`src/hdl/glb_pkg.sv`:
```
/* Shared widths and word types for the global buffer RTL.
   Modules refer to these through glb_pkg:: scoped names. */
`default_nettype none

package glb_pkg;

    // Bank geometry
    localparam int SRAM_WIDTH = 16;
    localparam int SRAM_WORD  = 8;
    localparam int ROW_BITS   = $clog2(SRAM_WORD);

    // Pointers, counts and parallel bank width
    localparam int ADDR_WIDTH = 8;
    localparam int MAXPAR     = 2;
    localparam int PAR_WIDTH  = $clog2(MAXPAR) + 1;

    typedef logic [SRAM_WIDTH-1:0]        sram_word_t;
    // Slice i belongs to bank first plus i
    typedef logic [MAXPAR*SRAM_WIDTH-1:0] wide_word_t;
    typedef logic [ROW_BITS-1:0]          row_t;
    typedef logic [ADDR_WIDTH-1:0]        addr_t;
    typedef logic [PAR_WIDTH-1:0]         par_t;

endpackage

`default_nettype wire

```
`src/hdl/glb_sram.sv`:
```
/* Single bank of the buffer, one write and one read port.
   Read data is registered and only changes when a read is enabled. */
`timescale 1ns/1ps
`default_nettype none

module glb_sram (
    input  wire                  clk,
    input  wire                  we_i,
    input  wire glb_pkg::row_t   waddr_i,
    input  wire glb_pkg::sram_word_t wdata_i,
    input  wire                  re_i,
    input  wire glb_pkg::row_t   raddr_i,
    output glb_pkg::sram_word_t  rdata_o
);

    glb_pkg::sram_word_t mem [glb_pkg::SRAM_WORD];

    always_ff @(posedge clk) begin
        if (we_i) begin
            mem[waddr_i] <= wdata_i;
        end
    end

    // Holds the last word while the reader is stalled
    always_ff @(posedge clk) begin
        if (re_i) begin
            rdata_o <= mem[raddr_i];
        end
    end

endmodule

`default_nettype wire

```
`src/hdl/glb_bank_map.sv`:
```
/* Decodes the bank masks into per-bank owners and per-port first banks.
   Lowest index wins when several ports claim one bank. */
`timescale 1ns/1ps
`default_nettype none

module glb_bank_map #(
    parameter  int NUM_BANK   = 4,
    parameter  int NUM_WRPORT = 2,
    parameter  int NUM_RDPORT = 2,
    localparam int NUM_PORT   = NUM_WRPORT + NUM_RDPORT,
    localparam int BANK_IDX_W = (NUM_BANK > 1) ? $clog2(NUM_BANK) : 1,
    localparam int WR_IDX_W   = (NUM_WRPORT > 1) ? $clog2(NUM_WRPORT) : 1,
    localparam int RD_IDX_W   = (NUM_RDPORT > 1) ? $clog2(NUM_RDPORT) : 1
) (
    input  wire  [NUM_PORT-1:0][NUM_BANK-1:0]   cfg_bank_flag_i,
    output logic [NUM_BANK-1:0][WR_IDX_W-1:0]   bank_wr_owner_o,
    output logic [NUM_BANK-1:0][RD_IDX_W-1:0]   bank_rd_owner_o,
    output logic [NUM_PORT-1:0][BANK_IDX_W-1:0] port_first_bank_o
);

    // Owner per bank, scanning downward so the lowest port is kept
    always_comb begin
        for (int b = 0; b < NUM_BANK; b++) begin
            bank_wr_owner_o[b] = '0;
            bank_rd_owner_o[b] = '0;
            for (int p = NUM_WRPORT - 1; p >= 0; p--) begin
                if (cfg_bank_flag_i[p][b]) begin
                    bank_wr_owner_o[b] = WR_IDX_W'(p);
                end
            end
            for (int p = NUM_RDPORT - 1; p >= 0; p--) begin
                if (cfg_bank_flag_i[NUM_WRPORT+p][b]) begin
                    bank_rd_owner_o[b] = RD_IDX_W'(p);
                end
            end
        end
    end

    // Lowest set bit of each port's mask
    always_comb begin
        for (int p = 0; p < NUM_PORT; p++) begin
            port_first_bank_o[p] = '0;
            for (int b = NUM_BANK - 1; b >= 0; b--) begin
                if (cfg_bank_flag_i[p][b]) begin
                    port_first_bank_o[p] = BANK_IDX_W'(b);
                end
            end
        end
    end

endmodule

`default_nettype wire

```
`src/hdl/glb_wr_port.sv`:
```
/* Write side of one channel: pointer, bank group select and status.
   Free space is measured against the paired read pointer. */
`timescale 1ns/1ps
`default_nettype none

module glb_wr_port #(
    parameter  int NUM_BANK   = 4,
    localparam int BANK_IDX_W = (NUM_BANK > 1) ? $clog2(NUM_BANK) : 1
) (
    input  wire                   clk,
    input  wire                   reset_i,
    input  wire                   cfg_vld_i,
    input  wire glb_pkg::addr_t   cfg_num_i,
    input  wire glb_pkg::par_t    cfg_par_i,
    input  wire [BANK_IDX_W-1:0]  first_bank_i,
    input  wire                   wr_dat_vld_i,
    output logic                  wr_dat_rdy_o,
    input  wire glb_pkg::addr_t   partner_ptr_i,
    output glb_pkg::addr_t        ptr_o,
    output logic [BANK_IDX_W-1:0] cur_bank_o,
    output glb_pkg::row_t         row_o,
    output logic [NUM_BANK-1:0]   bank_en_o,
    output logic                  wr_empty_o,
    output glb_pkg::addr_t        wr_req_num_o
);

    glb_pkg::addr_t occupancy;
    glb_pkg::addr_t group_base;
    logic           accept;

    assign occupancy    = ptr_o - partner_ptr_i;
    assign wr_dat_rdy_o = (occupancy != cfg_num_i);
    assign accept       = wr_dat_vld_i & wr_dat_rdy_o;

    always_ff @(posedge clk) begin
        if (reset_i || cfg_vld_i) begin
            ptr_o <= '0;
        end else if (accept) begin
            ptr_o <= ptr_o + 1'b1;
        end
    end

    // ========================================================================
    // Bank group addressing
    // ========================================================================
    // Upper pointer bits step through groups of par banks
    assign group_base = glb_pkg::addr_t'(first_bank_i)
                      + (ptr_o >> glb_pkg::ROW_BITS) * glb_pkg::addr_t'(cfg_par_i);
    assign cur_bank_o = group_base[BANK_IDX_W-1:0];
    assign row_o      = ptr_o[glb_pkg::ROW_BITS-1:0];

    always_comb begin
        for (int b = 0; b < NUM_BANK; b++) begin
            bank_en_o[b] = accept
                && (glb_pkg::addr_t'(b) >= group_base)
                && (glb_pkg::addr_t'(b) < group_base + glb_pkg::addr_t'(cfg_par_i));
        end
    end

    // Status towards the producer
    assign wr_empty_o   = (cfg_num_i != '0) && (occupancy == '0);
    assign wr_req_num_o = cfg_num_i - occupancy;

endmodule

`default_nettype wire

```
`src/hdl/glb_rd_port.sv`:
```
/* Read side of one channel: issue control, pointer and wide word gather.
   Output data comes straight from the bank read registers of the last issue. */
`timescale 1ns/1ps
`default_nettype none

module glb_rd_port #(
    parameter  int NUM_BANK   = 4,
    parameter  int NUM_WRPORT = 2,
    localparam int BANK_IDX_W = (NUM_BANK > 1) ? $clog2(NUM_BANK) : 1
) (
    input  wire                   clk,
    input  wire                   reset_i,
    input  wire                   cfg_vld_i,
    input  wire glb_pkg::addr_t   cfg_num_i,
    input  wire glb_pkg::par_t    cfg_par_i,
    input  wire [BANK_IDX_W-1:0]  first_bank_i,
    input  wire glb_pkg::addr_t   partner_ptr_i,
    output glb_pkg::addr_t        ptr_o,
    output logic [BANK_IDX_W-1:0] cur_bank_o,
    output glb_pkg::row_t         row_o,
    output logic [NUM_BANK-1:0]   bank_en_o,
    input  wire glb_pkg::sram_word_t [NUM_BANK-1:0] bank_rdata_i,
    output glb_pkg::wide_word_t   rd_dat_o,
    output logic                  rd_dat_vld_o,
    input  wire                   rd_dat_rdy_i,
    output logic                  rd_full_o,
    output glb_pkg::addr_t        rd_req_num_o
);

    glb_pkg::addr_t        occupancy;
    glb_pkg::addr_t        group_base;
    logic                  issue;
    logic [BANK_IDX_W-1:0] issued_bank;

    // A channel needs a producer and enough banks for the widest word
    if (NUM_WRPORT < 1 || NUM_BANK < glb_pkg::MAXPAR) begin : g_param_check
        $error("glb_rd_port: need a write port and at least MAXPAR banks");
    end

    assign occupancy = partner_ptr_i - ptr_o;
    // Issue only when the output slot is free or being taken this cycle
    assign issue     = (occupancy != '0) && (!rd_dat_vld_o || rd_dat_rdy_i);

    always_ff @(posedge clk) begin
        if (reset_i || cfg_vld_i) begin
            ptr_o <= '0;
        end else if (issue) begin
            ptr_o <= ptr_o + 1'b1;
        end
    end

    // ========================================================================
    // Bank group addressing
    // ========================================================================
    assign group_base = glb_pkg::addr_t'(first_bank_i)
                      + (ptr_o >> glb_pkg::ROW_BITS) * glb_pkg::addr_t'(cfg_par_i);
    assign cur_bank_o = group_base[BANK_IDX_W-1:0];
    assign row_o      = ptr_o[glb_pkg::ROW_BITS-1:0];

    always_comb begin
        for (int b = 0; b < NUM_BANK; b++) begin
            bank_en_o[b] = issue
                && (glb_pkg::addr_t'(b) >= group_base)
                && (glb_pkg::addr_t'(b) < group_base + glb_pkg::addr_t'(cfg_par_i));
        end
    end

    // ========================================================================
    // Output word
    // ========================================================================
    always_ff @(posedge clk) begin
        if (issue) begin
            issued_bank <= cur_bank_o;
        end
    end

    always_ff @(posedge clk) begin
        if (reset_i || cfg_vld_i) begin
            rd_dat_vld_o <= 1'b0;
        end else if (issue) begin
            rd_dat_vld_o <= 1'b1;
        end else if (rd_dat_rdy_i) begin
            rd_dat_vld_o <= 1'b0;
        end
    end

    // Slices above par read as zero
    always_comb begin
        rd_dat_o = '0;
        for (int i = 0; i < glb_pkg::MAXPAR; i++) begin
            if (i < int'(cfg_par_i) && int'(issued_bank) + i < NUM_BANK) begin
                rd_dat_o[i*glb_pkg::SRAM_WIDTH +: glb_pkg::SRAM_WIDTH] =
                    bank_rdata_i[int'(issued_bank) + i];
            end
        end
    end

    assign rd_full_o    = (cfg_num_i != '0) && (occupancy == cfg_num_i);
    assign rd_req_num_o = occupancy;

endmodule

`default_nettype wire

```
`src/hdl/glb_bank_array.sv`:
```
/* Row of banks, each driven by the write and read port that owns it.
   Write data slices are picked by the bank's offset in the port's group. */
`timescale 1ns/1ps
`default_nettype none

module glb_bank_array #(
    parameter  int NUM_BANK   = 4,
    parameter  int NUM_WRPORT = 2,
    parameter  int NUM_RDPORT = 2,
    localparam int BANK_IDX_W = (NUM_BANK > 1) ? $clog2(NUM_BANK) : 1,
    localparam int WR_IDX_W   = (NUM_WRPORT > 1) ? $clog2(NUM_WRPORT) : 1,
    localparam int RD_IDX_W   = (NUM_RDPORT > 1) ? $clog2(NUM_RDPORT) : 1
) (
    input  wire                                   clk,
    input  wire  [NUM_BANK-1:0][WR_IDX_W-1:0]     bank_wr_owner_i,
    input  wire  [NUM_BANK-1:0][RD_IDX_W-1:0]     bank_rd_owner_i,
    input  wire  [NUM_WRPORT-1:0][NUM_BANK-1:0]   wr_bank_en_i,
    input  wire glb_pkg::row_t [NUM_WRPORT-1:0]   wr_row_i,
    input  wire  [NUM_WRPORT-1:0][BANK_IDX_W-1:0] wr_first_bank_i,
    input  wire glb_pkg::wide_word_t [NUM_WRPORT-1:0] wr_dat_i,
    input  wire  [NUM_RDPORT-1:0][NUM_BANK-1:0]   rd_bank_en_i,
    input  wire glb_pkg::row_t [NUM_RDPORT-1:0]   rd_row_i,
    output glb_pkg::sram_word_t [NUM_BANK-1:0]    bank_rdata_o
);

    for (genvar b = 0; b < NUM_BANK; b++) begin : g_bank
        logic [WR_IDX_W-1:0]   wr_port;
        logic [RD_IDX_W-1:0]   rd_port;
        logic [BANK_IDX_W-1:0] offset;
        glb_pkg::sram_word_t   wdata;

        assign wr_port = bank_wr_owner_i[b];
        assign rd_port = bank_rd_owner_i[b];

        // Position of this bank inside the writer's current group
        assign offset = BANK_IDX_W'(b) - wr_first_bank_i[wr_port];

        always_comb begin
            wdata = '0;
            for (int i = 0; i < glb_pkg::MAXPAR; i++) begin
                if (int'(offset) == i) begin
                    wdata = wr_dat_i[wr_port][i*glb_pkg::SRAM_WIDTH +: glb_pkg::SRAM_WIDTH];
                end
            end
        end

        glb_sram i_sram (
            .clk     (clk),
            .we_i    (wr_bank_en_i[wr_port][b]),
            .waddr_i (wr_row_i[wr_port]),
            .wdata_i (wdata),
            .re_i    (rd_bank_en_i[rd_port][b]),
            .raddr_i (rd_row_i[rd_port]),
            .rdata_o (bank_rdata_o[b])
        );
    end

endmodule

`default_nettype wire

```
`src/hdl/glb_top.sv`:
```
/* Global buffer top: bank map, write and read ports and the bank array.
   Each port finds its partner through the owner of its current bank. */
`timescale 1ns/1ps
`default_nettype none

module glb_top #(
    parameter  int NUM_BANK   = 4,
    parameter  int NUM_WRPORT = 2,
    parameter  int NUM_RDPORT = 2,
    localparam int NUM_PORT   = NUM_WRPORT + NUM_RDPORT,
    localparam int BANK_IDX_W = (NUM_BANK > 1) ? $clog2(NUM_BANK) : 1,
    localparam int WR_IDX_W   = (NUM_WRPORT > 1) ? $clog2(NUM_WRPORT) : 1,
    localparam int RD_IDX_W   = (NUM_RDPORT > 1) ? $clog2(NUM_RDPORT) : 1
) (
    input  wire                                    clk,
    input  wire                                    reset_i,
    // Configuration, write ports first
    input  wire  [NUM_PORT-1:0]                    cfg_vld_i,
    input  wire  [NUM_PORT-1:0][NUM_BANK-1:0]      cfg_bank_flag_i,
    input  wire glb_pkg::addr_t [NUM_PORT-1:0]     cfg_num_i,
    input  wire glb_pkg::par_t [NUM_PORT-1:0]      cfg_par_i,
    // Write side
    input  wire glb_pkg::wide_word_t [NUM_WRPORT-1:0] wr_dat_i,
    input  wire  [NUM_WRPORT-1:0]                  wr_dat_vld_i,
    output logic [NUM_WRPORT-1:0]                  wr_dat_rdy_o,
    output logic [NUM_WRPORT-1:0]                  wr_empty_o,
    output glb_pkg::addr_t [NUM_WRPORT-1:0]        wr_req_num_o,
    // Read side
    output glb_pkg::wide_word_t [NUM_RDPORT-1:0]   rd_dat_o,
    output logic [NUM_RDPORT-1:0]                  rd_dat_vld_o,
    input  wire  [NUM_RDPORT-1:0]                  rd_dat_rdy_i,
    output logic [NUM_RDPORT-1:0]                  rd_full_o,
    output glb_pkg::addr_t [NUM_RDPORT-1:0]        rd_req_num_o
);

    logic [NUM_BANK-1:0][WR_IDX_W-1:0]     bank_wr_owner;
    logic [NUM_BANK-1:0][RD_IDX_W-1:0]     bank_rd_owner;
    logic [NUM_PORT-1:0][BANK_IDX_W-1:0]   port_first_bank;

    glb_pkg::addr_t [NUM_WRPORT-1:0]       wr_ptr;
    logic [NUM_WRPORT-1:0][BANK_IDX_W-1:0] wr_cur_bank;
    glb_pkg::row_t [NUM_WRPORT-1:0]        wr_row;
    logic [NUM_WRPORT-1:0][NUM_BANK-1:0]   wr_bank_en;

    glb_pkg::addr_t [NUM_RDPORT-1:0]       rd_ptr;
    logic [NUM_RDPORT-1:0][BANK_IDX_W-1:0] rd_cur_bank;
    glb_pkg::row_t [NUM_RDPORT-1:0]        rd_row;
    logic [NUM_RDPORT-1:0][NUM_BANK-1:0]   rd_bank_en;

    glb_pkg::sram_word_t [NUM_BANK-1:0]    bank_rdata;

    glb_bank_map #(
        .NUM_BANK   (NUM_BANK),
        .NUM_WRPORT (NUM_WRPORT),
        .NUM_RDPORT (NUM_RDPORT)
    ) i_bank_map (
        .cfg_bank_flag_i   (cfg_bank_flag_i),
        .bank_wr_owner_o   (bank_wr_owner),
        .bank_rd_owner_o   (bank_rd_owner),
        .port_first_bank_o (port_first_bank)
    );

    // ========================================================================
    // Write ports
    // ========================================================================
    for (genvar w = 0; w < NUM_WRPORT; w++) begin : g_wr_port
        glb_pkg::addr_t partner_ptr;

        // Reader owning the bank this port is about to fill
        assign partner_ptr = rd_ptr[bank_rd_owner[wr_cur_bank[w]]];

        glb_wr_port #(
            .NUM_BANK (NUM_BANK)
        ) i_wr_port (
            .clk           (clk),
            .reset_i       (reset_i),
            .cfg_vld_i     (cfg_vld_i[w]),
            .cfg_num_i     (cfg_num_i[w]),
            .cfg_par_i     (cfg_par_i[w]),
            .first_bank_i  (port_first_bank[w]),
            .wr_dat_vld_i  (wr_dat_vld_i[w]),
            .wr_dat_rdy_o  (wr_dat_rdy_o[w]),
            .partner_ptr_i (partner_ptr),
            .ptr_o         (wr_ptr[w]),
            .cur_bank_o    (wr_cur_bank[w]),
            .row_o         (wr_row[w]),
            .bank_en_o     (wr_bank_en[w]),
            .wr_empty_o    (wr_empty_o[w]),
            .wr_req_num_o  (wr_req_num_o[w])
        );
    end

    // ========================================================================
    // Read ports
    // ========================================================================
    for (genvar r = 0; r < NUM_RDPORT; r++) begin : g_rd_port
        glb_pkg::addr_t partner_ptr;

        assign partner_ptr = wr_ptr[bank_wr_owner[rd_cur_bank[r]]];

        glb_rd_port #(
            .NUM_BANK   (NUM_BANK),
            .NUM_WRPORT (NUM_WRPORT)
        ) i_rd_port (
            .clk           (clk),
            .reset_i       (reset_i),
            .cfg_vld_i     (cfg_vld_i[NUM_WRPORT+r]),
            .cfg_num_i     (cfg_num_i[NUM_WRPORT+r]),
            .cfg_par_i     (cfg_par_i[NUM_WRPORT+r]),
            .first_bank_i  (port_first_bank[NUM_WRPORT+r]),
            .partner_ptr_i (partner_ptr),
            .ptr_o         (rd_ptr[r]),
            .cur_bank_o    (rd_cur_bank[r]),
            .row_o         (rd_row[r]),
            .bank_en_o     (rd_bank_en[r]),
            .bank_rdata_i  (bank_rdata),
            .rd_dat_o      (rd_dat_o[r]),
            .rd_dat_vld_o  (rd_dat_vld_o[r]),
            .rd_dat_rdy_i  (rd_dat_rdy_i[r]),
            .rd_full_o     (rd_full_o[r]),
            .rd_req_num_o  (rd_req_num_o[r])
        );
    end

    glb_bank_array #(
        .NUM_BANK   (NUM_BANK),
        .NUM_WRPORT (NUM_WRPORT),
        .NUM_RDPORT (NUM_RDPORT)
    ) i_bank_array (
        .clk             (clk),
        .bank_wr_owner_i (bank_wr_owner),
        .bank_rd_owner_i (bank_rd_owner),
        .wr_bank_en_i    (wr_bank_en),
        .wr_row_i        (wr_row),
        .wr_first_bank_i (wr_cur_bank),
        .wr_dat_i        (wr_dat_i),
        .rd_bank_en_i    (rd_bank_en),
        .rd_row_i        (rd_row),
        .bank_rdata_o    (bank_rdata)
    );

endmodule

`default_nettype wire

```
`config.mk`:
```
export PLATFORM = sky130hd
export DESIGN_NAME = glb_top
export DESIGN_NICKNAME = d
export VERILOG_FILES = /design/src/hdl/glb_pkg.sv /design/src/hdl/glb_sram.sv /design/src/hdl/glb_bank_map.sv /design/src/hdl/glb_wr_port.sv /design/src/hdl/glb_rd_port.sv /design/src/hdl/glb_bank_array.sv /design/src/hdl/glb_top.sv
export SDC_FILE = /design/constraint.sdc
export NUM_CORES = 1
export LEC_CHECK = 0
export BUFFER_PORTS_ARGS = -buffer_cell sky130_fd_sc_hd__buf_2
export CELL_PAD_IN_SITES_DETAIL_PLACEMENT = 1
export CELL_PAD_IN_SITES_GLOBAL_PLACEMENT = 2
export CORE_ASPECT_RATIO = 1.1
export CORE_MARGIN = 5
export CORE_UTILIZATION = 41
export DETAILED_ROUTE_END_ITERATION = 7
export GPL_ROUTABILITY_DRIVEN = 0
export PLACE_DENSITY = 0.88
export SLEW_MARGIN = 5
export SYNTH_ARGS = -nofsm -noshare
export SYNTH_HDL_FRONTEND = slang
export SYNTH_HIERARCHICAL = 1
export SYNTH_SLANG_ARGS = --single-unit
```
`constraint.sdc`:
```
create_clock -name clk -period 6.8 [get_ports clk]
set_clock_uncertainty 0.1 [all_clocks]
set_input_delay 0.34 -clock clk [delete_from_list [all_inputs] [get_ports clk]]
set_output_delay 0.34 -clock clk [all_outputs]
set_load 0.02 [all_outputs]
```
=== Word level (Yosys, flattened, before mapping) ===
Memory sizes are Yosys's and may differ from the RTL's. A register that Yosys moved wholly into a read port is not among the register bits.
Index checks and enable logic that the tools add are counted.

* Bitwise logic cells: 2
* Reductions and logical operators: 64
* Equality and inequality tests: 8
* Add/subtract/negate cells: 24
* Mux-type cells: 130
* Order comparisons: 60
* Div/mod/pow operators: 0
* Multipliers: 4
* Shifts and indexed selects: 0

{| class="wikitable"
|+ Operators with widths
! cell !! number
|-
| $mux 16 || 18
|-
| $mux 32 || 8
|-
| $bmux 16 s2 || 4
|-
| $lt 32x4->1 const B || 4
|-
| $ge 1x8->1 const A || 8
|-
| $ge 2x8->1 const A || 8
|-
| $lt 1x8->1 const A || 8
|-
| $lt 2x8->1 const A || 8
|-
| $mux 8 || 8
|-
| $mux 3 || 20
|-
| $mux 2 || 28
|-
| $reduce_bool 8->1 || 6
|-
| $sub 8x8->8 || 6
|-
| $logic_and 1x1->1 || 42
|-
| $mux 1 || 36
|-
| $add 2x8->8 || 4
|-
| $add 8x1->8 const B || 4
|-
| $add 8x2->8 || 4
|-
| $mul 5x2->7 || 4
|-
| $lt 1x2->1 const B || 12
|-
| $lt 2x3->1 const B || 8
|-
| $eq 8x8->1 || 2
|-
| $logic_not 8->1 || 2
|-
| $mux 4 || 4
|-
| other kinds (12) || 36
|}

* ROM bits: 0
* Bits in latches: 0
* Memories kept: 4
* Register bits: 38
* Output and inout bits: 104
* Memory bits (writable): 512
* Logic and storage cells: 304

{| class="wikitable"
|+ Memories
! memory !! depth !! bits a word !! read ports !! clocked after memory_dff !! write ports !! line !! RTL
|-
| i_bank_array.g_bank[0].i_sram.mem || 8 || 16 || 1 || 1 || 1 || glb_sram.sv:16 || <nowiki>glb_pkg::sram_word_t mem [glb_pkg::SRAM_WORD];</nowiki>
|-
| i_bank_array.g_bank[1].i_sram.mem || 8 || 16 || 1 || 1 || 1 || glb_sram.sv:16 ||
|-
| i_bank_array.g_bank[2].i_sram.mem || 8 || 16 || 1 || 1 || 1 || glb_sram.sv:16 ||
|-
| i_bank_array.g_bank[3].i_sram.mem || 8 || 16 || 1 || 1 || 1 || glb_sram.sv:16 ||
|}

=== Depth between registers and ports, before layout ===
Gate-level depths: netlist of the first run.

* Word-level depth: 18
* Depth in mapped cells: 25
* Depth with buffers taken out: 24

=== Cells and area by module ===
Netlist of the first run, hierarchy kept.

{| class="wikitable"
|+ Modules (own cells, without submodules)
! module !! times used !! cells an instance !! area an instance (sq um)
|-
| glb_sram || 4 || 214 || 5454.0
|-
| glb_rd_port || 2 || 249 || 2438.6
|-
| glb_wr_port || 2 || 184 || 1473.9
|-
| glb_bank_array || 1 || 237 || 1996.9
|-
| glb_top || 1 || 40 || 615.6
|-
| glb_bank_map || 1 || 28 || 192.7
|}

=== Worst setup path after synthesis of the first run ===
No wires, ideal clock.

* Path type: reg2reg
* Start point: register g_wr_port[0].i_wr_port.ptr_o[3]
* End point: memory i_bank_array/g_bank[3].i_sram/mem[0][0] (netlist name), enable pin
* Setup time: 0.409 ns
* Data required time: 6.291 ns
* Setup slack: 0.287 ns
* Cell stages (with the launch flop): 25
* Clock period less this slack: 6.513 ns
* Arrival: 6.004 ns
* Path through: dfxtp_1 -> and2_1 -> fa_1 -> ha_1 -> mux4_2 -> buf_6 -> mux2_4 -> ha_1 -> inv_1 -> fa_1 -> a21o_1 -> a21oi_1 -> o21bai_1 -> a21oi_1 -> xor2_1 -> ha_1 -> nand4_1 -> nor3_1 -> o21ai_2 -> o311ai_4 -> buf_2 -> nor3b_1 -> mux2_2 -> nand2b_1 -> nor3_1

{| class="wikitable"
|+ RTL lines
! item !! line !! RTL
|-
| start, declared || glb_wr_port.sv:19 || <nowiki>output glb_pkg::addr_t ptr_o,</nowiki>
|-
| start signal, assigned || glb_wr_port.sv:39 || <nowiki>ptr_o <= ptr_o + 1'b1;</nowiki>
|-
| end, declared || glb_sram.sv:16 ||
|}

==> results of run 1 <==
[path summary, 6_finish.rpt]
kind	startpoint	end
max	g_wr_port[0].i_wr_port/ptr_o[3]	i_bank_array/g_bank[0].i_sram/mem[2][8]
min	reset_i	g_wr_port[0].i_wr_port/ptr_o[0]
max reg2reg	g_wr_port[0].i_wr_port/ptr_o[3]	i_bank_array/g_bank[0].i_sram/mem[2][8]
min reg2reg	g_rd_port[0].i_rd_port/rd_dat_vld_o	g_rd_port[0].i_rd_port/rd_dat_vld_o
[layer usage]
metal | vias up | wire length (um)
li1 | 8670 | -
met1 | 10470 | 38280
met2 | 1000 | 48730
met3 | 174 | 7864
met4 | 0 | 4400
met5 | - | 0
[cell usage in the layout, fill, tap and decap left out, types with 14 or more instances in the layout]
cell type	synthesis	final
edfxtp_1	580	580
buf_2	11	233
mux4_1	112	112
mux2_2	98	98
ha_1	92	92
mux4_2	84	84
inv_1	80	80
a21oi_1	78	78
nor2b_1	79	77
nor2_1	66	65
clkbuf_16	0	61
buf_4	21	59
nand2_1	45	45
and2_1	43	43
xnor2_1	38	38
o22ai_1	34	34
dfxtp_1	34	34
mux2_4	32	32
mux2i_1	32	32
a22oi_1	32	32
nor3_1	36	28
nand2b_1	26	26
nand3_1	22	22
xor2_1	20	20
a221oi_2	20	20
fa_1	18	18
clkinv_2	0	14
or3_1	14	14
[timing repair]
| item | in CTS | in global routing |
|---|---|---|
| setup endpoints to repair | 0 | 0 |
| endpoints found under the hold margin | 19 | 0 |
| hold buffers | 8 | 0 |
| buffers inserted | 0 | 0 |
[cell type report]
type | count | area share (%)
clock buffer | 71 | 4.271
clock inverter | 38 | 0.8338
inverter | 82 | 0.8406
multi-input combinational | 1216 | 36.39
sequential | 614 | 49.42
tap | 1045 | 3.571
timing repair buffer | 301 | 4.668
[where the power goes]
part,internal (mW),switching [mW],total (mW)
registers,4.41,0.222,4.64
clock network,1.76,1.44,3.20
logic,1.67,2.19,3.86
total,7.85,3.85,11.7
[critical path, delay by kind of cell, from the launching register on]
| family | cells | cell delay [ps] |
|---|---|---|
| adder cells (fa/ha/maj) | 5 | 1680 |
| AND/OR/NAND/NOR | 8 | 1090 |
| AO/OA/AOI/OAI | 5 | 930 |
| multiplexers | 3 | 1010 |
| flip-flops | 1 | 500 |
| XOR/XNOR | 1 | 110 |
| buffers and inverters | 3 | 570 |
[cell families after synthesis]
logic type	share of synthesized area (%)
AND/OR/NAND/NOR	7.257
AO/OA/AOI/OAI	6.656
adder cells (fa/ha/maj)	4.658
XOR/XNOR	1.566
flip-flops	55.78
buffers and inverters	3.316
multiplexers	20.77
[sequential cells by signal (all words and copies together) (netlist names)]
signal                              count
g_rd_port.i_rd_port/rd_dat_vld_o        2
i_bank_array/g_bank.i_sram/mem        512
g_rd_port.i_rd_port/issued_bank         4
g_rd_port.i_rd_port/ptr_o              16
i_bank_array/g_bank.i_sram/rdata_o     64
g_wr_port.i_wr_port/ptr_o              16
[through the flow]
stage / hold WS, ps / worst slack (ps)
2_1_floorplan: 316.6 / 286.8
3_5_place_dp: 464.5 / 467.9
4_1_cts: 0.9207 / 536.0
5_1_grt: 37.00 / 179.3
3_3_place_gp: 455.5 / 634.6
6_report: 46.89 / 536.6
==> summary.md, run 1 <==
| Metric | Value |
|---|---|
| Most instantiated library cell after synthesis | `edfxtp_1` |
| WHS Path Cells | `2` |
| Multi-input logic area | `0.01333 mm2` |
| CTS tree | `done` |
| Count of final hold-check violations | `0` |
| Synth Warn # | `6` |
| Headroom to the max-slew limit | `10.84%` |
| Mean Syn Cell Area | `~16 um2` |
| PostCTS Resize Cnt | `0` |
| Htree depth | `2` |
| Vias | `20310` |
| Fill cells | `7807` |
| Period utilization | `92.11%` |
| DRT Pass-1 Iters | `5` |
| Dpl cell area | `between 0.03 and 0.04 mm2` |
| Aggregate negative setup slack | `0 ps` |
| Synth Register Bits | `614` |
| First-pass GRT wire length | `145300 um` |
| Skew-Pair Late Insertion Delay | `640 ps` |
| Crit Path Category | `register to register` |
| Detailed placement HPWL | `about 73000 um` |
| Power, Total | `11.70 mW` |
| Chip Height | `305.0 um` |
| DRC viols | `0` |
| First-iteration detailed-routing DRC count | `1900` |
| Clock Tree Root | `clkbuf_16` |
| CP max FO | `18` |
| Worst path slowest cell | `dfxtp_1` |
| I/O Buffers | `around 230` |
| Startpoint types | `register` |
| Max-Cap Viols | `0` |
| Area Overhead vs Synth | `12.85%` |
| Fin util | `between 40% and 50%` |
| Register area share after synthesis | `between 50% and 60%` |
| Critical Path RT | `7070 ps` |
| Design area | `0.03662 mm2` |
| Most used cell, CP | `ha_1` |
| Synthesized netlist cell count | `2027` |
| Least-Margin Pin Slew | `1337 ps` |
| Seq. cell area | `0.01810 mm2` |
| Cell Count, Final, Fillers Out | `around 3400` |
| Synth area leader | `edfxtp_1` |
| Number of flops mapped to enable cells by yosys | `580` |
| Layout Nets | `around 2500` |
| Cell count after placement | `around 3300` |
| Antenna Violating Nets Remaining | `0` |
| Worst R2R Setup Slack | `around 540 ps` |
| Final wirelength | `a little under 100000 um` |
| Main synth FF type | `edfxtp_1` |
| Mapped Area | `~0.032 mm2` |
| Remaining Overflow, GRT | `0` |
| # IOs | `234` |
| Global routing's busiest layer | `met2` |
| Core Region | `slightly below 0.08 mm2` |
| Rows | `~110` |
| Clock slew seen by the registers of the worst setup and hold paths | `60 ps` |
| Slew Limit Fails | `0` |
| Post-synthesis async set-or-reset flop share | `0%` |
| Die width | `~280 um` |
| Worst VDD drop | `around 0.25 mV` |
| Via density | `a little over 6` |
| Starting Density | `41.26%` |
| Top-area cell type share of the netlist area | `roughly 54%` |
| Share of post-route cells with drive strength above 1 | `29.63%` |
| Total GRT Usage | `a little under a quarter` |
| Area of the die | `about 0.085 mm2` |
| Final min period | `between 6000 and 7000 ps` |
| Status | `finished clean` |
| ANT cells | `0` |
| Reg2reg path depth | `25` |
| GR Util met2 | `about two fifths` |
| Crit end category | `register` |
| Largest net degree at the start of global routing | `38` |
| Num CTS Buffers | `61` |
| Initial antenna violation count | `1` |
| RSZ-0062 raised after global routing | `false` |
| M3 GR Usage | `4.945%` |
| Max incr delay on CP | `500 ps` |
| Avg WL per Cell | `about 29 um` |
| Top cells by area, synth | `edfxtp_1 54%, mux4_1 9.1%, mux4_2 5.8%` |
| Setup-failing EPs final | `0` |
| WP data arrival | `~6500 ps` |
| Cell Pwr Density | `319.5 mW/mm2` |
| Number of global-route vias before repair | `~21000` |
| GR Layer Usage met1 | `between 20 and 30%` |
| Highest clock rate | `159.7 MHz` |
| Hold/Removal Path Class | `input port to register` |
| Leakage | `between 10 and 15 nW` |
| Clk sink count | `614` |
| Top cells by count, synth | `580 x edfxtp_1, 112 x mux4_1, 98 x mux2_2` |
| Syn Nets | `2267` |
| CTS Buffer Depth | `3` |
| Yosys cell types | `between 70 and 80` |
No activity file was read; power rests on OpenSTA's default activity.
==> inputs of run 2 (changes only) <==
--- a/config.mk
+++ b/config.mk
@@ -10,12 +10,11 @@
 export CELL_PAD_IN_SITES_GLOBAL_PLACEMENT = 2
 export CORE_ASPECT_RATIO = 1.1
 export CORE_MARGIN = 5
-export CORE_UTILIZATION = 41
+export CORE_UTILIZATION = 40
 export DETAILED_ROUTE_END_ITERATION = 7
 export GPL_ROUTABILITY_DRIVEN = 0
 export PLACE_DENSITY = 0.88
 export SLEW_MARGIN = 5
 export SYNTH_ARGS = -nofsm -noshare
 export SYNTH_HDL_FRONTEND = slang
-export SYNTH_HIERARCHICAL = 1
 export SYNTH_SLANG_ARGS = --single-unit
==> run 2 against run 1 <==
Against the previous run:
- register-to-register slack worse by 170 ps
- highest routed layer unchanged
- critical path depth is 5 lower
- maximum frequency is 2.6% lower
- die area is 1.1% higher
- hold slack hardly changed
- cell area is 0.19% higher
- non-clock buffer count is 6 higher
- synthesized cell count is 6.2% higher
- global-route usage is 0.59 points higher
- count of clock-buffer cells in the layout is 10 lower
==> summary.md, run 2 <==
| Metric | Value |
|---|---|
| Via density | `6.065 (+0.53%)` |
| Fin util | `46.33% (-0.23 points)` |
| Detailed placement HPWL | `74510 um (+2.2%)` |
| Highest clock rate | `155.5 MHz (-2.6%)` |
| Crit-path leading delay family | `adder cells` |
| Register area share after synthesis | `56.55% (+0.77 points)` |
| Number of global-route vias before repair | `22800 (+6.8%)` |
| Most used cell, CP | `ha_1` |
| Power, Total | `11.52 mW (-1.6%)` |
| Area of the die | `0.08577 mm2 (+1.1%)` |
| Reg2reg path depth | `20 (-20%)` |
| CP cell instances | `buf_4 > and2_1 > ha_1 > fa_1 > mux4_2 > mux2_2 > ha_1 > fa_1 > nor2b_1 > o21ai_0 > nand2_1 > a21o_1 > a21o_1 > xnor2_1 > ha_1 > nand4_1 > o211ai_2 > o22ai_1 > and3_1 > buf_4` |
| Max incr delay on CP | `760 ps (+260 ps)` |
| CP max FO | `16 (-2)` |
| Max-Cap Viols | `0 (unchanged)` |
| Clock Tree Root | `clkbuf_16` |
| Top-area cell type share of the netlist area | `54.42% (+0.74 points)` |
| Biggest register | `i_bank_array.g_bank.i_sram.mem` |
| Mean Syn Cell Area | `14.87 um2 (-7.1%)` |
| Final min period | `6431 ps (+167.4 ps)` |
| Period utilization | `94.57% (+2.5 points)` |
| Headroom to the max-slew limit | `8.085% (-2.8 points)` |
| Top cells by area, synth | `edfxtp_1 54%, mux4_2 14%, mux2i_1 4.6%` |
| Core Region | `0.07919 mm2 (+0.69%)` |
| Remaining Overflow, GRT | `0 (unchanged)` |
| Chip Height | `306.7 um (+0.53%)` |
| # IOs | `234 (unchanged)` |
| Main synth FF type | `edfxtp_1` |
| Mapped Area | `0.03200 mm2 (-1.4%)` |
| Max reg flops | `512 (unchanged)` |
| Count of final hold-check violations | `0 (unchanged)` |
| WHS Path Cells | `3 (+1)` |
| Leakage | `13.21 nW (+1.7%)` |
| DRC viols | `0 (unchanged)` |
| Clock slew seen by the registers of the worst setup and hold paths | `70 ps (about the same)` |
| Avg WL per Cell | `29.33 um (-0.53%)` |
| Clk sink count | `614 (unchanged)` |
| Total GRT Usage | `23.35% (+0.59 points)` |
| First-pass GRT wire length | `150800 um (+3.8%)` |
| Initial antenna violation count | `7 (+6)` |
| Die width | `279.7 um (+0.53%)` |
| Setup Buffers After CTS | `0 (unchanged)` |
| Least-Margin Pin Slew | `1374 ps (+36.28 ps)` |
| Dpl cell area | `0.03477 mm2 (+0.32%)` |
| Setup-failing EPs final | `0 (unchanged)` |
| Crit end category | `register` |
| Largest net degree at the start of global routing | `47 (+24%)` |
| Most common cell after layout, fill and taps aside | `edfxtp_1` |
| Htree depth | `2 (unchanged)` |
| RSZ-0062 raised after global routing | `false` |
| CTS Buffer Depth | `3 (unchanged)` |
| Worst VDD drop | `0.2310 mV (-6.7%)` |
| Skew-Pair Late Insertion Delay | `640 ps (about the same)` |
| Synth area leader | `edfxtp_1` |
| DRT Pass-1 Iters | `5 (unchanged)` |
| Fill cells | `7984 (+2.3%)` |
| Hold buffers post-CTS | `3 (-5)` |
| Final wirelength | `102600 um (+3.4%)` |
| Status | `finished clean` |
| Layout Nets | `2634 (+4.7%)` |
| Post-synthesis async set-or-reset flop share | `0% (unchanged)` |
| Largest regs | `i_bank_array.g_bank.i_sram.mem: 512 flops, i_bank_array.g_bank.i_sram.rdata_o: 64 flops` |
| Yosys cell types | `76 (unchanged)` |
| Synth Register Bits | `614 (unchanged)` |
| Hold/Removal Path Class | `input port to register` |
| Worst path slowest cell | `fa_1` |
| I/O Buffers | `233 (unchanged)` |
| Num CTS Buffers | `56 (-8.2%)` |
| Most instantiated library cell after synthesis | `edfxtp_1` |
| CTS tree | `done` |
| Design area | `0.03669 mm2 (+0.19%)` |
| Crit Path Category | `register to register` |
| Number of flops mapped to enable cells by yosys | `580 (unchanged)` |
| Antenna Violating Nets Remaining | `0 (unchanged)` |
| PostCTS Resize Cnt | `0 (unchanged)` |
| Most frequent cells in the layout | `580 x edfxtp_1, 233 x buf_2, 196 x mux4_2, 142 x mux2i_1, 98 x nor2_1` |
| Buf+Inv Stages, Crit Path | `2 (-1)` |
| Top cells by count, synth | `580 x edfxtp_1, 196 x mux4_2, 146 x mux2i_1` |
| Starting Density | `40.42% (-0.84 points)` |
| Startpoint types | `register` |
| Aggregate negative setup slack | `0 ps (unchanged)` |
| Cell Pwr Density | `313.9 mW/mm2 (-1.8%)` |
| Synthesized netlist cell count | `2152 (+6.2%)` |
| Synth Warn # | `0 (-6)` |
| Rows | `108 (unchanged)` |
| First-iteration detailed-routing DRC count | `2166 (+14%)` |
| Syn Nets | `2382 (+5.1%)` |
| WP data arrival | `6650 ps (+120 ps)` |
| Share of post-route cells with drive strength above 1 | `29.91% (+0.28 points)` |
| Vias | `21220 (+4.5%)` |
| Critical Path RT | `7020 ps (-50 ps)` |
| Slew Limit Fails | `0 (unchanged)` |
| Area Overhead vs Synth | `14.63%` |
| Levels on crit path | `20 (-20%)` |
==> run 2: path summary, 6_finish.rpt <==
kind,from,end,slack (ps)
setup / recovery,g_wr_port[0].i_wr_port.ptr_o[3],i_bank_array.g_bank[0].i_sram.mem[7][13],370
hold / removal,cfg_vld_i[0],g_wr_port[0].i_wr_port.ptr_o[1],50
setup reg to reg,g_wr_port[0].i_wr_port.ptr_o[3],i_bank_array.g_bank[0].i_sram.mem[7][13],370
hold reg to reg,g_rd_port[1].i_rd_port.ptr_o[2],g_rd_port[1].i_rd_port.ptr_o[2],450
==> run 2: metal layers <==
layer  vias up  GRT usage, %  part of all wire (%)
met5         -             0                     0
met4         0         8.824                   4.4
met3       255         3.612                   6.9
met2       935         40.74                    51
met1     11030         29.53                    38
li1       8998             -                     -
==> run 2: kinds of logic (layout without fill, tap and decap cells) <==
| family | count (synthesis) | in the layout | share of synthesized area [%] |
|---|---|---|---|
| multiplexers | 419 | 419 | 21.08 |
| adder cells (fa/ha/maj) | 100 | 100 | 4.332 |
| buffers and inverters | 183 | 482 | 2.322 |
| flip-flops | 614 | 614 | 56.55 |
| XOR/XNOR | 75 | 75 | 2.189 |
| AO/OA/AOI/OAI | 315 | 315 | 6.122 |
| other | 0 | 3 | 0 |
| AND/OR/NAND/NOR | 446 | 446 | 7.405 |
==> run 2: report_power, final <==
group	internal, mW	switching, mW	total (mW)	leakage, nW
combinational	1.59	2.16	3.74	6.63
sequential	4.39	0.163	4.55	5.66
clock	1.76	1.46	3.22	0.923
==> run 2: cell type report <==
type / count / area, um2 / share of cell area, %
Sequential cell: 614 / 18100 / 49.33
Multi-Input combinational cell: 1355 / 13410 / 36.55
Timing Repair Buffer: 307 / 1729 / 4.713
Clock buffer: 61 / 1420 / 3.871
Tap cell: 1045 / 1308 / 3.564
Clock inverter: 44 / 454.2 / 1.238
Inverter: 70 / 262.8 / 0.7162
Antenna cell: 3 / 7.507 / 0.02046
==> run 2: per-stage QoR <==
stage	instances	setup slack, ps	hold slack (ps)
final	3499	369.2	46.56
after global routing	3498	157.7	54.49
after CTS	3496	454.0	32.75
after detailed placement	3388	235.7	427.2
after global placement	3388	507.2	407.7
after floorplan	2152	244.9	368.6
==> run 2: worst reg2reg max path: cells and delay by family (launching register included) <==
family	cells	cell delay, ps
multiplexers	2	870
XOR/XNOR	1	150
AND/OR/NAND/NOR	5	1120
adder cells (fa/ha/maj)	5	1900
flip-flops	1	320
AO/OA/AOI/OAI	5	1240
buffers and inverters	2	470
